### config.mk
export PLATFORM = sky130hd
export DESIGN_NAME = fpuAddUnit
export DESIGN_NICKNAME = d
export VERILOG_FILES = /design/src/hdl/fpuOpPkg.sv /design/src/hdl/fpuCtlPkg.sv /design/src/hdl/fpuOperandQueue.sv /design/src/hdl/fpuAlignAdd.sv /design/src/hdl/fpuNormPack.sv /design/src/hdl/fpuAddControl.sv /design/src/hdl/fpuAddUnit.sv
export VERILOG_INCLUDE_DIRS = /design/src /design/src/hdl
export SDC_FILE = /design/constraint.sdc
export NUM_CORES = 1
export LEC_CHECK = 0
export BUFFER_PORTS_ARGS = -buffer_cell sky130_fd_sc_hd__buf_2
export CORE_MARGIN = 2
export CORE_UTILIZATION = 45
export DETAILED_ROUTE_END_ITERATION = 10
export SLEW_MARGIN = 20
export SYNTH_ARGS = -nofsm -noshare
export SYNTH_HDL_FRONTEND = slang
export SYNTH_HIERARCHICAL = 1
export SYNTH_SLANG_ARGS = --single-unit
### constraint.sdc
create_clock -name clock -period 9.1 [get_ports clock]
set_input_delay 1.365 -clock clock [delete_from_list [all_inputs] [get_ports clock]]
set_output_delay 1.365 -clock clock [all_outputs]
set_load 0.05 [all_outputs]
### src/hdl/fpuSettings.svh
/* fpu adder build settings
   fraction precision, operand queue depth and credit counter width */

`ifndef FPU_SETTINGS_SVH
`define FPU_SETTINGS_SVH

// 1 keeps the full 23-bit fraction, 0 truncates to 16 bits
`define FPU_FULL_PRECISION 0

// kept fraction width, hidden bit excluded
`define FPU_FRAC_BITS ((`FPU_FULL_PRECISION != 0) ? 23 : 16)

// operand queue entries, also the sender's starting credit count
`define FPU_QUEUE_DEPTH 4

// width of the credit counters
// must hold the queue depth, and as many output grants as the consumer may bank
`define FPU_CREDIT_BITS 3

`endif

### src/hdl/fpuOpPkg.sv
/* fpu arithmetic package
   opcode encoding and IEEE-754 single word field widths */

`default_nettype none

package fpuOpPkg;

	// arithmetic opcode carried with each operand pair
	typedef enum logic
	{
		opAdd = 1'b0,
		opSub = 1'b1
	} fpuOp_t;

	// word format, independent of the kept precision
	parameter int EXP_BITS = 8;
	parameter int FRAC_FIELD_BITS = 23;

	// sign sits above exponent and fraction
	parameter int SIGN_POS = EXP_BITS + FRAC_FIELD_BITS;

endpackage

`default_nettype wire

### src/hdl/fpuCtlPkg.sv
/* fpu control package
   issue FSM state encoding */

`default_nettype none

package fpuCtlPkg;

	// stIdle: pipeline empty
	// stRun: results in flight and moving
	// stHold: stage two waits for an output credit
	typedef enum logic [1:0]
	{
		stIdle = 2'd0,
		stRun = 2'd1,
		stHold = 2'd2
	} issueState_t;

endpackage

`default_nettype wire

### src/hdl/fpuOperandQueue.sv
/* operand queue
   circular FIFO of operand pairs and opcodes, filled under sender credits */

`timescale 1ns/1ps
`default_nettype none

`include "fpuSettings.svh"

module fpuOperandQueue
(
	input wire logic clock,
	input wire logic rst,
	input wire logic inValid,
	input wire logic [31:0] inA,
	input wire logic [31:0] inB,
	input wire fpuOpPkg::fpuOp_t inOp,
	input wire logic pop,
	output logic headValid,
	output logic [31:0] headA,
	output logic [31:0] headB,
	output fpuOpPkg::fpuOp_t headOp
);

	localparam int DEPTH = `FPU_QUEUE_DEPTH;
	localparam int PTR_BITS = $clog2(DEPTH);
	localparam logic [PTR_BITS-1:0] LAST_SLOT = PTR_BITS'(DEPTH - 1);
	localparam logic [PTR_BITS:0] FULL_COUNT = (PTR_BITS + 1)'(DEPTH);

	// storage, no reset needed
	logic [31:0] memA [DEPTH];
	logic [31:0] memB [DEPTH];
	fpuOpPkg::fpuOp_t memOp [DEPTH];

	logic [PTR_BITS-1:0] wrPtr;
	logic [PTR_BITS-1:0] rdPtr;
	logic [PTR_BITS:0] count;

	// head of queue straight out of storage
	assign headValid = (count != '0);
	assign headA = memA[rdPtr];
	assign headB = memB[rdPtr];
	assign headOp = memOp[rdPtr];

	always_ff @(posedge clock)
	begin
		if (inValid)
		begin
			memA[wrPtr] <= inA;
			memB[wrPtr] <= inB;
			memOp[wrPtr] <= inOp;
		end
	end

	// pointers wrap at the last slot, count tracks occupancy
	always_ff @(posedge clock)
	begin
		if (rst)
		begin
			wrPtr <= '0;
			rdPtr <= '0;
			count <= '0;
		end
		else
		begin
			if (inValid)
				wrPtr <= (wrPtr == LAST_SLOT) ? '0 : wrPtr + 1'b1;
			if (pop)
				rdPtr <= (rdPtr == LAST_SLOT) ? '0 : rdPtr + 1'b1;
			count <= count + (PTR_BITS + 1)'(inValid) - (PTR_BITS + 1)'(pop);
		end
	end

	// a write into a full queue means the sender spent a credit it did not hold
	assertNoOverflow: assert property (@(posedge clock) disable iff (rst)
		inValid |-> (count != FULL_COUNT));

	// control pops only a valid head
	assertNoUnderflow: assert property (@(posedge clock) disable iff (rst)
		pop |-> headValid);

endmodule

`default_nettype wire

### src/hdl/fpuAlignAdd.sv
/* fpu adder stage one
   unpacks, swaps, aligns and adds the truncated fractions */

`timescale 1ns/1ps
`default_nettype none

`include "fpuSettings.svh"

module fpuAlignAdd
(
	input wire logic clock,
	input wire logic advance,
	input wire logic [31:0] opA,
	input wire logic [31:0] opB,
	input wire fpuOpPkg::fpuOp_t op,
	output logic sumSign,
	output logic [8:0] sumExp,
	output logic [`FPU_FRAC_BITS+2:0] sumFrac
);

	localparam int FB = `FPU_FRAC_BITS;
	localparam int FW = FB + 3;
	localparam int SP = fpuOpPkg::SIGN_POS;
	localparam int FF = fpuOpPkg::FRAC_FIELD_BITS;

	logic signA;
	logic signB;
	logic [8:0] expA;
	logic [8:0] expB;
	logic [FW-1:0] fracA;
	logic [FW-1:0] fracB;

	// larger and smaller operand after the swap
	logic signL;
	logic signS;
	logic [8:0] expL;
	logic [8:0] expDiff;
	logic [FW-1:0] fracL;
	logic [FW-1:0] fracS;

	logic [FW-1:0] fracShift;
	logic [FW-1:0] fracAddend;
	logic [FW-1:0] fracSum;
	logic effSub;
	logic nextSign;
	logic [FW-1:0] nextFrac;

	always_comb
	begin
		// unpack, zero exponent counts as zero whatever the fraction holds
		signA = opA[SP];
		signB = opB[SP];
		expA = {1'b0, opA[SP-1:FF]};
		expB = {1'b0, opB[SP-1:FF]};
		fracA = (expA != '0) ? {2'b00, 1'b1, opA[FF-1 -: FB]} : '0;
		fracB = (expB != '0) ? {2'b00, 1'b1, opB[FF-1 -: FB]} : '0;

		// subtract flips B unless B is zero
		if ((op == fpuOpPkg::opSub) && (expB != '0))
			signB = !signB;

		// larger exponent leads
		if (expA >= expB)
		begin
			signL = signA;
			signS = signB;
			expL = expA;
			fracL = fracA;
			fracS = fracB;
			expDiff = expA - expB;
		end
		else
		begin
			signL = signB;
			signS = signA;
			expL = expB;
			fracL = fracB;
			fracS = fracA;
			expDiff = expB - expA;
		end

		// truncating align, shifts past the width leave zero
		fracShift = fracS >> expDiff;

		// ones' complement only when the smaller operand is nonzero
		effSub = (signL != signS) && fracS[FB];
		fracAddend = effSub ? ~fracShift : fracShift;
		fracSum = fracL + fracAddend;

		// top bit set means the smaller one won, fold back to magnitude
		nextSign = signL;
		nextFrac = fracSum;
		if (fracSum[FW-1])
		begin
			nextSign = !signL;
			nextFrac = ~fracSum;
		end
	end

	// stage register, frozen while the pipe stalls
	always_ff @(posedge clock)
	begin
		if (advance)
		begin
			sumSign <= nextSign;
			sumExp <= expL;
			sumFrac <= nextFrac;
		end
	end

endmodule

`default_nettype wire

### src/hdl/fpuNormPack.sv
/* fpu adder stage two
   normalizes the sum, flushes underflow to zero and packs the word */

`timescale 1ns/1ps
`default_nettype none

`include "fpuSettings.svh"

module fpuNormPack
(
	input wire logic clock,
	input wire logic advance,
	input wire logic sumSign,
	input wire logic [8:0] sumExp,
	input wire logic [`FPU_FRAC_BITS+2:0] sumFrac,
	output logic [31:0] result
);

	localparam int FB = `FPU_FRAC_BITS;
	localparam int FW = FB + 3;
	localparam int FF = fpuOpPkg::FRAC_FIELD_BITS;
	localparam int EB = fpuOpPkg::EXP_BITS;

	logic [8:0] normExp;
	logic [FW-1:0] normFrac;
	logic [FF-1:0] fracField;
	logic flushZero;
	logic [31:0] packWord;

	always_comb
	begin
		normExp = sumExp;
		normFrac = sumFrac;

		// nothing left of the fraction, result is zero
		flushZero = (sumFrac == '0);

		if (sumFrac[FB+1])
		begin
			// carry out, one step right
			normExp = sumExp + 9'd1;
			normFrac = sumFrac >> 1;
		end
		else
		begin
			// left shift in power-of-two steps until the hidden bit is set
			if (normFrac[FB -: 16] == '0)
			begin
				normExp = normExp - 9'd16;
				normFrac = normFrac << 16;
			end
			if (normFrac[FB -: 8] == '0)
			begin
				normExp = normExp - 9'd8;
				normFrac = normFrac << 8;
			end
			if (normFrac[FB -: 4] == '0)
			begin
				normExp = normExp - 9'd4;
				normFrac = normFrac << 4;
			end
			if (normFrac[FB -: 2] == '0)
			begin
				normExp = normExp - 9'd2;
				normFrac = normFrac << 2;
			end
			if (!normFrac[FB])
			begin
				normExp = normExp - 9'd1;
				normFrac = normFrac << 1;
			end
		end

		// exponent wrapped below zero, or landed on zero
		if ((normExp[8:7] == 2'b11) || (normExp[EB-1:0] == '0))
			flushZero = 1'b1;

		// kept bits at the top of the field, low bits zero
		fracField = '0;
		fracField[FF-1 -: FB] = normFrac[FB-1:0];

		packWord = {sumSign, normExp[EB-1:0], fracField};
		if (flushZero)
			packWord = '0;
	end

	always_ff @(posedge clock)
	begin
		if (advance)
			result <= packWord;
	end

	// a loaded result with a zero exponent is always a clean positive zero
	assertZeroClean: assert property (@(posedge clock)
		advance |=> ((result[30:23] != 8'd0) || (result == 32'd0)));

endmodule

`default_nettype wire

### src/hdl/fpuAddControl.sv
/* fpu adder control
   issue, stage valid bits, pipeline hold and the credit counters */

`timescale 1ns/1ps
`default_nettype none

`include "fpuSettings.svh"

module fpuAddControl
(
	input wire logic clock,
	input wire logic rst,
	input wire logic headValid,
	input wire logic outCredit,
	output logic issue,
	output logic advance,
	output logic inCredit,
	output logic outValid
);

	localparam int CB = `FPU_CREDIT_BITS;
	localparam logic [CB-1:0] CREDIT_MAX = '1;

	logic stage1Valid;
	logic stage2Valid;
	logic stage1Next;
	logic stage2Next;
	logic [CB-1:0] creditCount;
	logic [CB-1:0] creditNext;
	fpuCtlPkg::issueState_t state;
	fpuCtlPkg::issueState_t stateNext;

	// the hold state stands for a stage-two result with no credit behind it
	assign advance = (state != fpuCtlPkg::stHold);
	assign issue = headValid && advance;

	// a result leaves only against a held credit
	assign outValid = stage2Valid && (creditCount != '0);

	always_comb
	begin
		stage1Next = stage1Valid;
		stage2Next = stage2Valid;
		if (advance)
		begin
			stage1Next = issue;
			stage2Next = stage1Valid;
		end

		// grant in, delivered result out
		creditNext = creditCount + CB'(outCredit) - CB'(outValid);

		// look ahead so the hold is ready at the next edge
		if (!stage1Next && !stage2Next)
			stateNext = fpuCtlPkg::stIdle;
		else if (stage2Next && (creditNext == '0))
			stateNext = fpuCtlPkg::stHold;
		else
			stateNext = fpuCtlPkg::stRun;
	end

	always_ff @(posedge clock)
	begin
		if (rst)
		begin
			stage1Valid <= 1'b0;
			stage2Valid <= 1'b0;
			creditCount <= '0;
			state <= fpuCtlPkg::stIdle;
			inCredit <= 1'b0;
		end
		else
		begin
			stage1Valid <= stage1Next;
			stage2Valid <= stage2Next;
			creditCount <= creditNext;
			state <= stateNext;
			// each queue pop hands one credit back to the sender
			inCredit <= issue;
		end
	end

	// consumer must never grant past what the counter can hold
	assertCreditRange: assert property (@(posedge clock) disable iff (rst)
		(outCredit && !outValid) |-> (creditCount != CREDIT_MAX));

	// a leaving result must find the pipe moving or it would leave twice
	assertMovesOnSend: assert property (@(posedge clock) disable iff (rst)
		outValid |-> (state != fpuCtlPkg::stHold));

endmodule

`default_nettype wire

### src/hdl/fpuAddUnit.sv
/* fpu add/subtract unit
   credit-fed operand queue, control and two-stage datapath */

`timescale 1ns/1ps
`default_nettype none

`include "fpuSettings.svh"

module fpuAddUnit
(
	input wire logic clock,
	input wire logic rst,
	input wire logic inValid,
	input wire logic [31:0] inA,
	input wire logic [31:0] inB,
	input wire fpuOpPkg::fpuOp_t inOp,
	output logic inCredit,
	output logic outValid,
	output logic [31:0] outResult,
	input wire logic outCredit
);

	// queue head
	logic headValid;
	logic [31:0] headA;
	logic [31:0] headB;
	fpuOpPkg::fpuOp_t headOp;

	// pipeline steering
	logic issue;
	logic advance;

	// stage one register
	logic sumSign;
	logic [8:0] sumExp;
	logic [`FPU_FRAC_BITS+2:0] sumFrac;

	fpuOperandQueue u_fpuOperandQueue (
		.clock(clock),
		.rst(rst),
		.inValid(inValid),
		.inA(inA),
		.inB(inB),
		.inOp(inOp),
		.pop(issue),
		.headValid(headValid),
		.headA(headA),
		.headB(headB),
		.headOp(headOp)
	);

	fpuAddControl u_fpuAddControl (
		.clock(clock),
		.rst(rst),
		.headValid(headValid),
		.outCredit(outCredit),
		.issue(issue),
		.advance(advance),
		.inCredit(inCredit),
		.outValid(outValid)
	);

	// head feeds stage one directly, loaded on the issuing edge
	fpuAlignAdd u_fpuAlignAdd (
		.clock(clock),
		.advance(advance),
		.opA(headA),
		.opB(headB),
		.op(headOp),
		.sumSign(sumSign),
		.sumExp(sumExp),
		.sumFrac(sumFrac)
	);

	// stage two register is the unit output
	fpuNormPack u_fpuNormPack (
		.clock(clock),
		.advance(advance),
		.sumSign(sumSign),
		.sumExp(sumExp),
		.sumFrac(sumFrac),
		.result(outResult)
	);

endmodule

`default_nettype wire

**After elaboration in Yosys (flattened, before gate mapping)**

Memory sizes are Yosys's and may differ from the RTL's. A register that Yosys moved wholly into a read port is not among the register bits.
Index checks and enable logic that the tools add are counted.

- $lt $le $gt $ge: 1
- Shift operators: 1
- Reduce and logical (&&, ||, !) cells: 23
- Bitwise gates (word level): 2
- Multiplexer cells: 46
- Equal/unequal tests: 5
- Add/sub/neg operators: 15

Operators by type and width:

| kind | number |
|---|---|
| $mux W17 | 10 |
| $mux W9 | 11 |
| $mux W19 | 3 |
| $not A19 Y19 | 2 |
| $mux W16 | 2 |
| $add A19 B19 Y19 | 1 |
| $logic_not A19 Y1 | 1 |
| $shr A19 B9 Y19 | 1 |
| $mux W18 | 1 |
| $mux W2 | 9 |
| $sub A8 B8 Y9 | 2 |
| $logic_not A16 Y1 | 1 |
| $logic_not A8 Y1 | 2 |
| $reduce_bool A8 Y1 | 2 |
| $add A9 B1 Y9 const B | 1 |
| $mux W1 | 9 |
| $sub A9 B1 Y9 const B | 1 |
| $sub A9 B2 Y9 const B | 1 |
| $sub A9 B3 Y9 const B | 1 |
| $sub A9 B4 Y9 const B | 1 |
| $sub A9 B5 Y9 const B | 1 |
| $ge A8 B8 Y1 | 1 |
| $mux W8 | 1 |
| $add A3 B1 Y3 | 2 |
| 13 further kinds | 26 |

- Flip-flop bits (word level): 76
- Output and inout port bits: 34
- Bits in writable memories: 260
- Memories kept: 3
- Word-level logic and storage cells: 110
- Input port bits: 69

Memories:

| name | depth | width | read ports | clocked after Yosys merged registers in | wr ports | RTL line | RTL |
|---|---|---|---|---|---|---|---|
| u_fpuOperandQueue.memA | 4 | 32 | 1 | 1 | 1 | fpuOperandQueue.sv:30 | `logic [31:0] memA [DEPTH];` |
| u_fpuOperandQueue.memB | 4 | 32 | 1 | 1 | 1 | fpuOperandQueue.sv:31 | `logic [31:0] memB [DEPTH];` |
| u_fpuOperandQueue.memOp | 4 | 1 | 1 | 1 | 1 | fpuOperandQueue.sv:32 | `fpuOpPkg::fpuOp_t memOp [DEPTH];` |

**Longest topological paths before layout**

- Word-level depth: 18
- Gate-level depth with buffers: 30
- Gate-level depth less buffers: 24

**Hierarchy**

Netlist, hierarchy kept.

By module, submodules not included:

| module | area an instance (um^2) | seq. area each (um^2) | instances | cells an instance |
|---|---|---|---|---|
| fpuOperandQueue | 9865.7 | 7987.7 | 1 | 380 |
| fpuAlignAdd | 4450.5 | 840.8 | 1 | 544 |
| fpuNormPack | 3370.7 | 750.7 | 1 | 426 |
| fpuAddControl | 365.4 | 160.2 | 1 | 35 |

**Worst setup path before layout**

No wires, ideal clock.

- Path kind: reg-to-reg
- From: register with a tool-made name
- To: register u_fpuAlignAdd.sumFrac[14], data pin
- Arrival: 6.065 ns
- Required time: 8.838 ns
- Slack: 2.773 ns
- Clock period less this slack: 6.327 ns
- Setup time: 0.262 ns
- Buffers on the path: 7
- Stages on the path, launching flop included: 31
- Cells stage by stage: dfxtp_1 -> buf_6 -> buf_12 -> mux4_2 -> inv_1 -> ha_1 -> buf_6 -> nand4_1 -> o211ai_2 -> nor3_1 -> buf_2 -> clkbuf_1 -> mux2i_1 -> mux2i_1 -> mux2_2 -> a31oi_1 -> a21oi_1 -> xnor2_1 -> ha_1 -> fa_1 -> a21o_1 -> a21oi_1 -> o211ai_1 -> a41oi_1 -> nor3b_1 -> a311oi_1 -> o21bai_1 -> a21boi_0 -> buf_2 -> buf_4 -> xnor2_1

RTL lines:

| element | RTL line | RTL |
|---|---|---|
| to (signal assigned) | fpuAlignAdd.sv:107 | `sumFrac <= nextFrac;` |
| to (decl) | fpuAlignAdd.sv:18 | `` output logic [`FPU_FRAC_BITS+2:0] sumFrac `` |

==> impl_metrics.toml <==
[critical_path]
worstPathArrival_ns = 8.02
worstSetupPathType = "flip-flop to flip-flop"
crit_required_ns = 9.40
endpoint_kind = "flip-flop"
r2r_setup_slack_ns = 1.38
critPathLaunchType = "flip-flop"
worst-path-max-fanout = 33

[global_routing]
grtUsageTotal_pct = 18.4
antenna_found_initial = 0
overflow = 0
grt_max_degree = 57
grt_pass1_wl_mm = 54.4
grt_pass1_vias = 10100

[routing]
first_pass_iters = 7
wl_per_cell_um = 18.3
antenna_left = 0
drt_iter0_drc = 548
via_per_inst = 5.68
routed_wl_mm = 33.9
vias = 10500
drcViolationCount = 0

[sta]
timing.slew.headroom_pct = 35.0
period_needed_ns = 7.72
tightestPinTransition_ns = 0.963
tns_ns = 0
max_freq_mhz = 130
slew_viol_final = 0
setup_viol = 0
hold_viol_final = 0
rsz0062_at_grt = "false"
clock_skew_ns = 0.0419
min_period_over_period_pct = 84.8

[cts]
postCtsHoldBufs = 0
root_buffer = "clkbuf_16"
clock_sinks = 274
htree_levels = 1
clk_pin_slew_worst_paths_ns = 0.06
cts_tree = "yes"
insertion_delay_ns = 0.60
cts-resized-gates = 0
cts_inserted_buffers = 30
clk_path_buf_depth = 3
post_cts_buffers = 0

[final_layout]
final_nets = 1488
final_common_cell = "edfxtp_1"
drive_above_1_share_pct = 19.8
synthToLayoutAreaGrowth_pct = 10.6
num_antenna_cells = 0
layout_common_cells = "257 x edfxtp_1, 105 x nand2_1, 81 x buf_2"

[die]
num_rows = 69
chipWidth_um = 193
initial_core_util_pct = 45.5
ios = 103
coreArea_mm2 = 0.0353
die-area_mm2 = 0.0372
dieHeight_um = 193

[job]
cap_violations = 0

[placement]
numPortBuffers = 81
gp_congestion = 0.860
dp_hpwl_mm = 23.5

[worst_hold_path]
hold_class = "flip-flop to flip-flop"

[status]
outcome = "complete, no violations"

[synth]
yosysWarningCount = 6
netlist_area_mm2 = 0.0161
synthCells = 1315
avgSynthCellArea_um2 = 12.2
-- stage by stage --
step	area (µm²)	instances	hold WS [ns]	worst slack, ns	utilization (%)
2_1_floorplan	16100	1322	0.469	2.78	-
3_3_place_gp	16700	1794	0.483	1.46	47.2
3_5_place_dp	16700	1794	0.503	1.41	47.2
4_1_cts	17800	1850	0.507	1.40	50.3
5_1_grt	17800	1850	0.545	0.608	50.3
6_report	17800	1850	0.500	1.38	50.3
-- cell type report --
cell class	count	area (µm²)
clock inverters	15	243
multi-input cells	909	7300
clock buffers	41	842
well taps	461	577
flip-flops and latches	274	8060
fillers	3129	17600
inverters	51	191
repair buffers	99	541
-- final timing paths --
check                                  start                    end  depth (start not counted)
setup / recovery                   flip-flop  u_fpuAlignAdd/sumSign                         25
hold reg to reg   u_fpuOperandQueue/rdPtr[0]              flip-flop                          2
hold / removal    u_fpuOperandQueue/rdPtr[0]              flip-flop                          2
setup reg to reg                   flip-flop  u_fpuAlignAdd/sumSign                         25
-- flip-flops by register name, indices dropped and copies added, names as in the netlist, named ones only --
signal / cells
u_fpuAddControl/creditCount: 3
u_fpuOperandQueue/memOp: 4
u_fpuAlignAdd/sumExp: 8
u_fpuAddControl/stage2Valid: 1
u_fpuAddControl/inCredit: 1
u_fpuOperandQueue/rdPtr: 2
u_fpuAddControl/stage1Valid: 1
u_fpuNormPack/result: 25
u_fpuOperandQueue/memB: 100
u_fpuOperandQueue/memA: 100
u_fpuAlignAdd/sumSign: 1
u_fpuOperandQueue/count: 3
u_fpuAlignAdd/sumFrac: 19
u_fpuAddControl/state: 2
u_fpuOperandQueue/wrPtr: 2
-- metal layers --
layer	global-route usage, %	vias to the layer above	wire, µm
met1	24.8	5098	15400
met5	0	-	0
met3	2.96	52	1570
met2	31.2	253	16300
li1	-	5096	-
met4	4.32	0	681
-- critical path: stages (launching register included) --
cell	delay, ns
dfxtp_4	0.78
mux4_2	0.69
ha_1	0.55
nand4_1	0.28
a211oi_1	0.39
or3_1	0.16
buf_4	0.33
mux2i_1	0.34
xnor2_1	0.16
buf_4	0.26
mux2_2	0.36
a31oi_1	0.17
a21oi_1	0.11
xnor2_1	0.14
ha_1	0.22
fa_1	0.40
a21o_1	0.18
a21oi_1	0.26
o211ai_1	0.14
a41oi_1	0.33
nor3b_1	0.15
a311oi_1	0.31
o21bai_1	0.15
a21boi_2	0.15
buf_4	0.26
xnor2_1	0.11
Power is left out: the tool's default activity adds up to more than one toggle a clock period on the data nets, which glitch-free logic cannot reach.
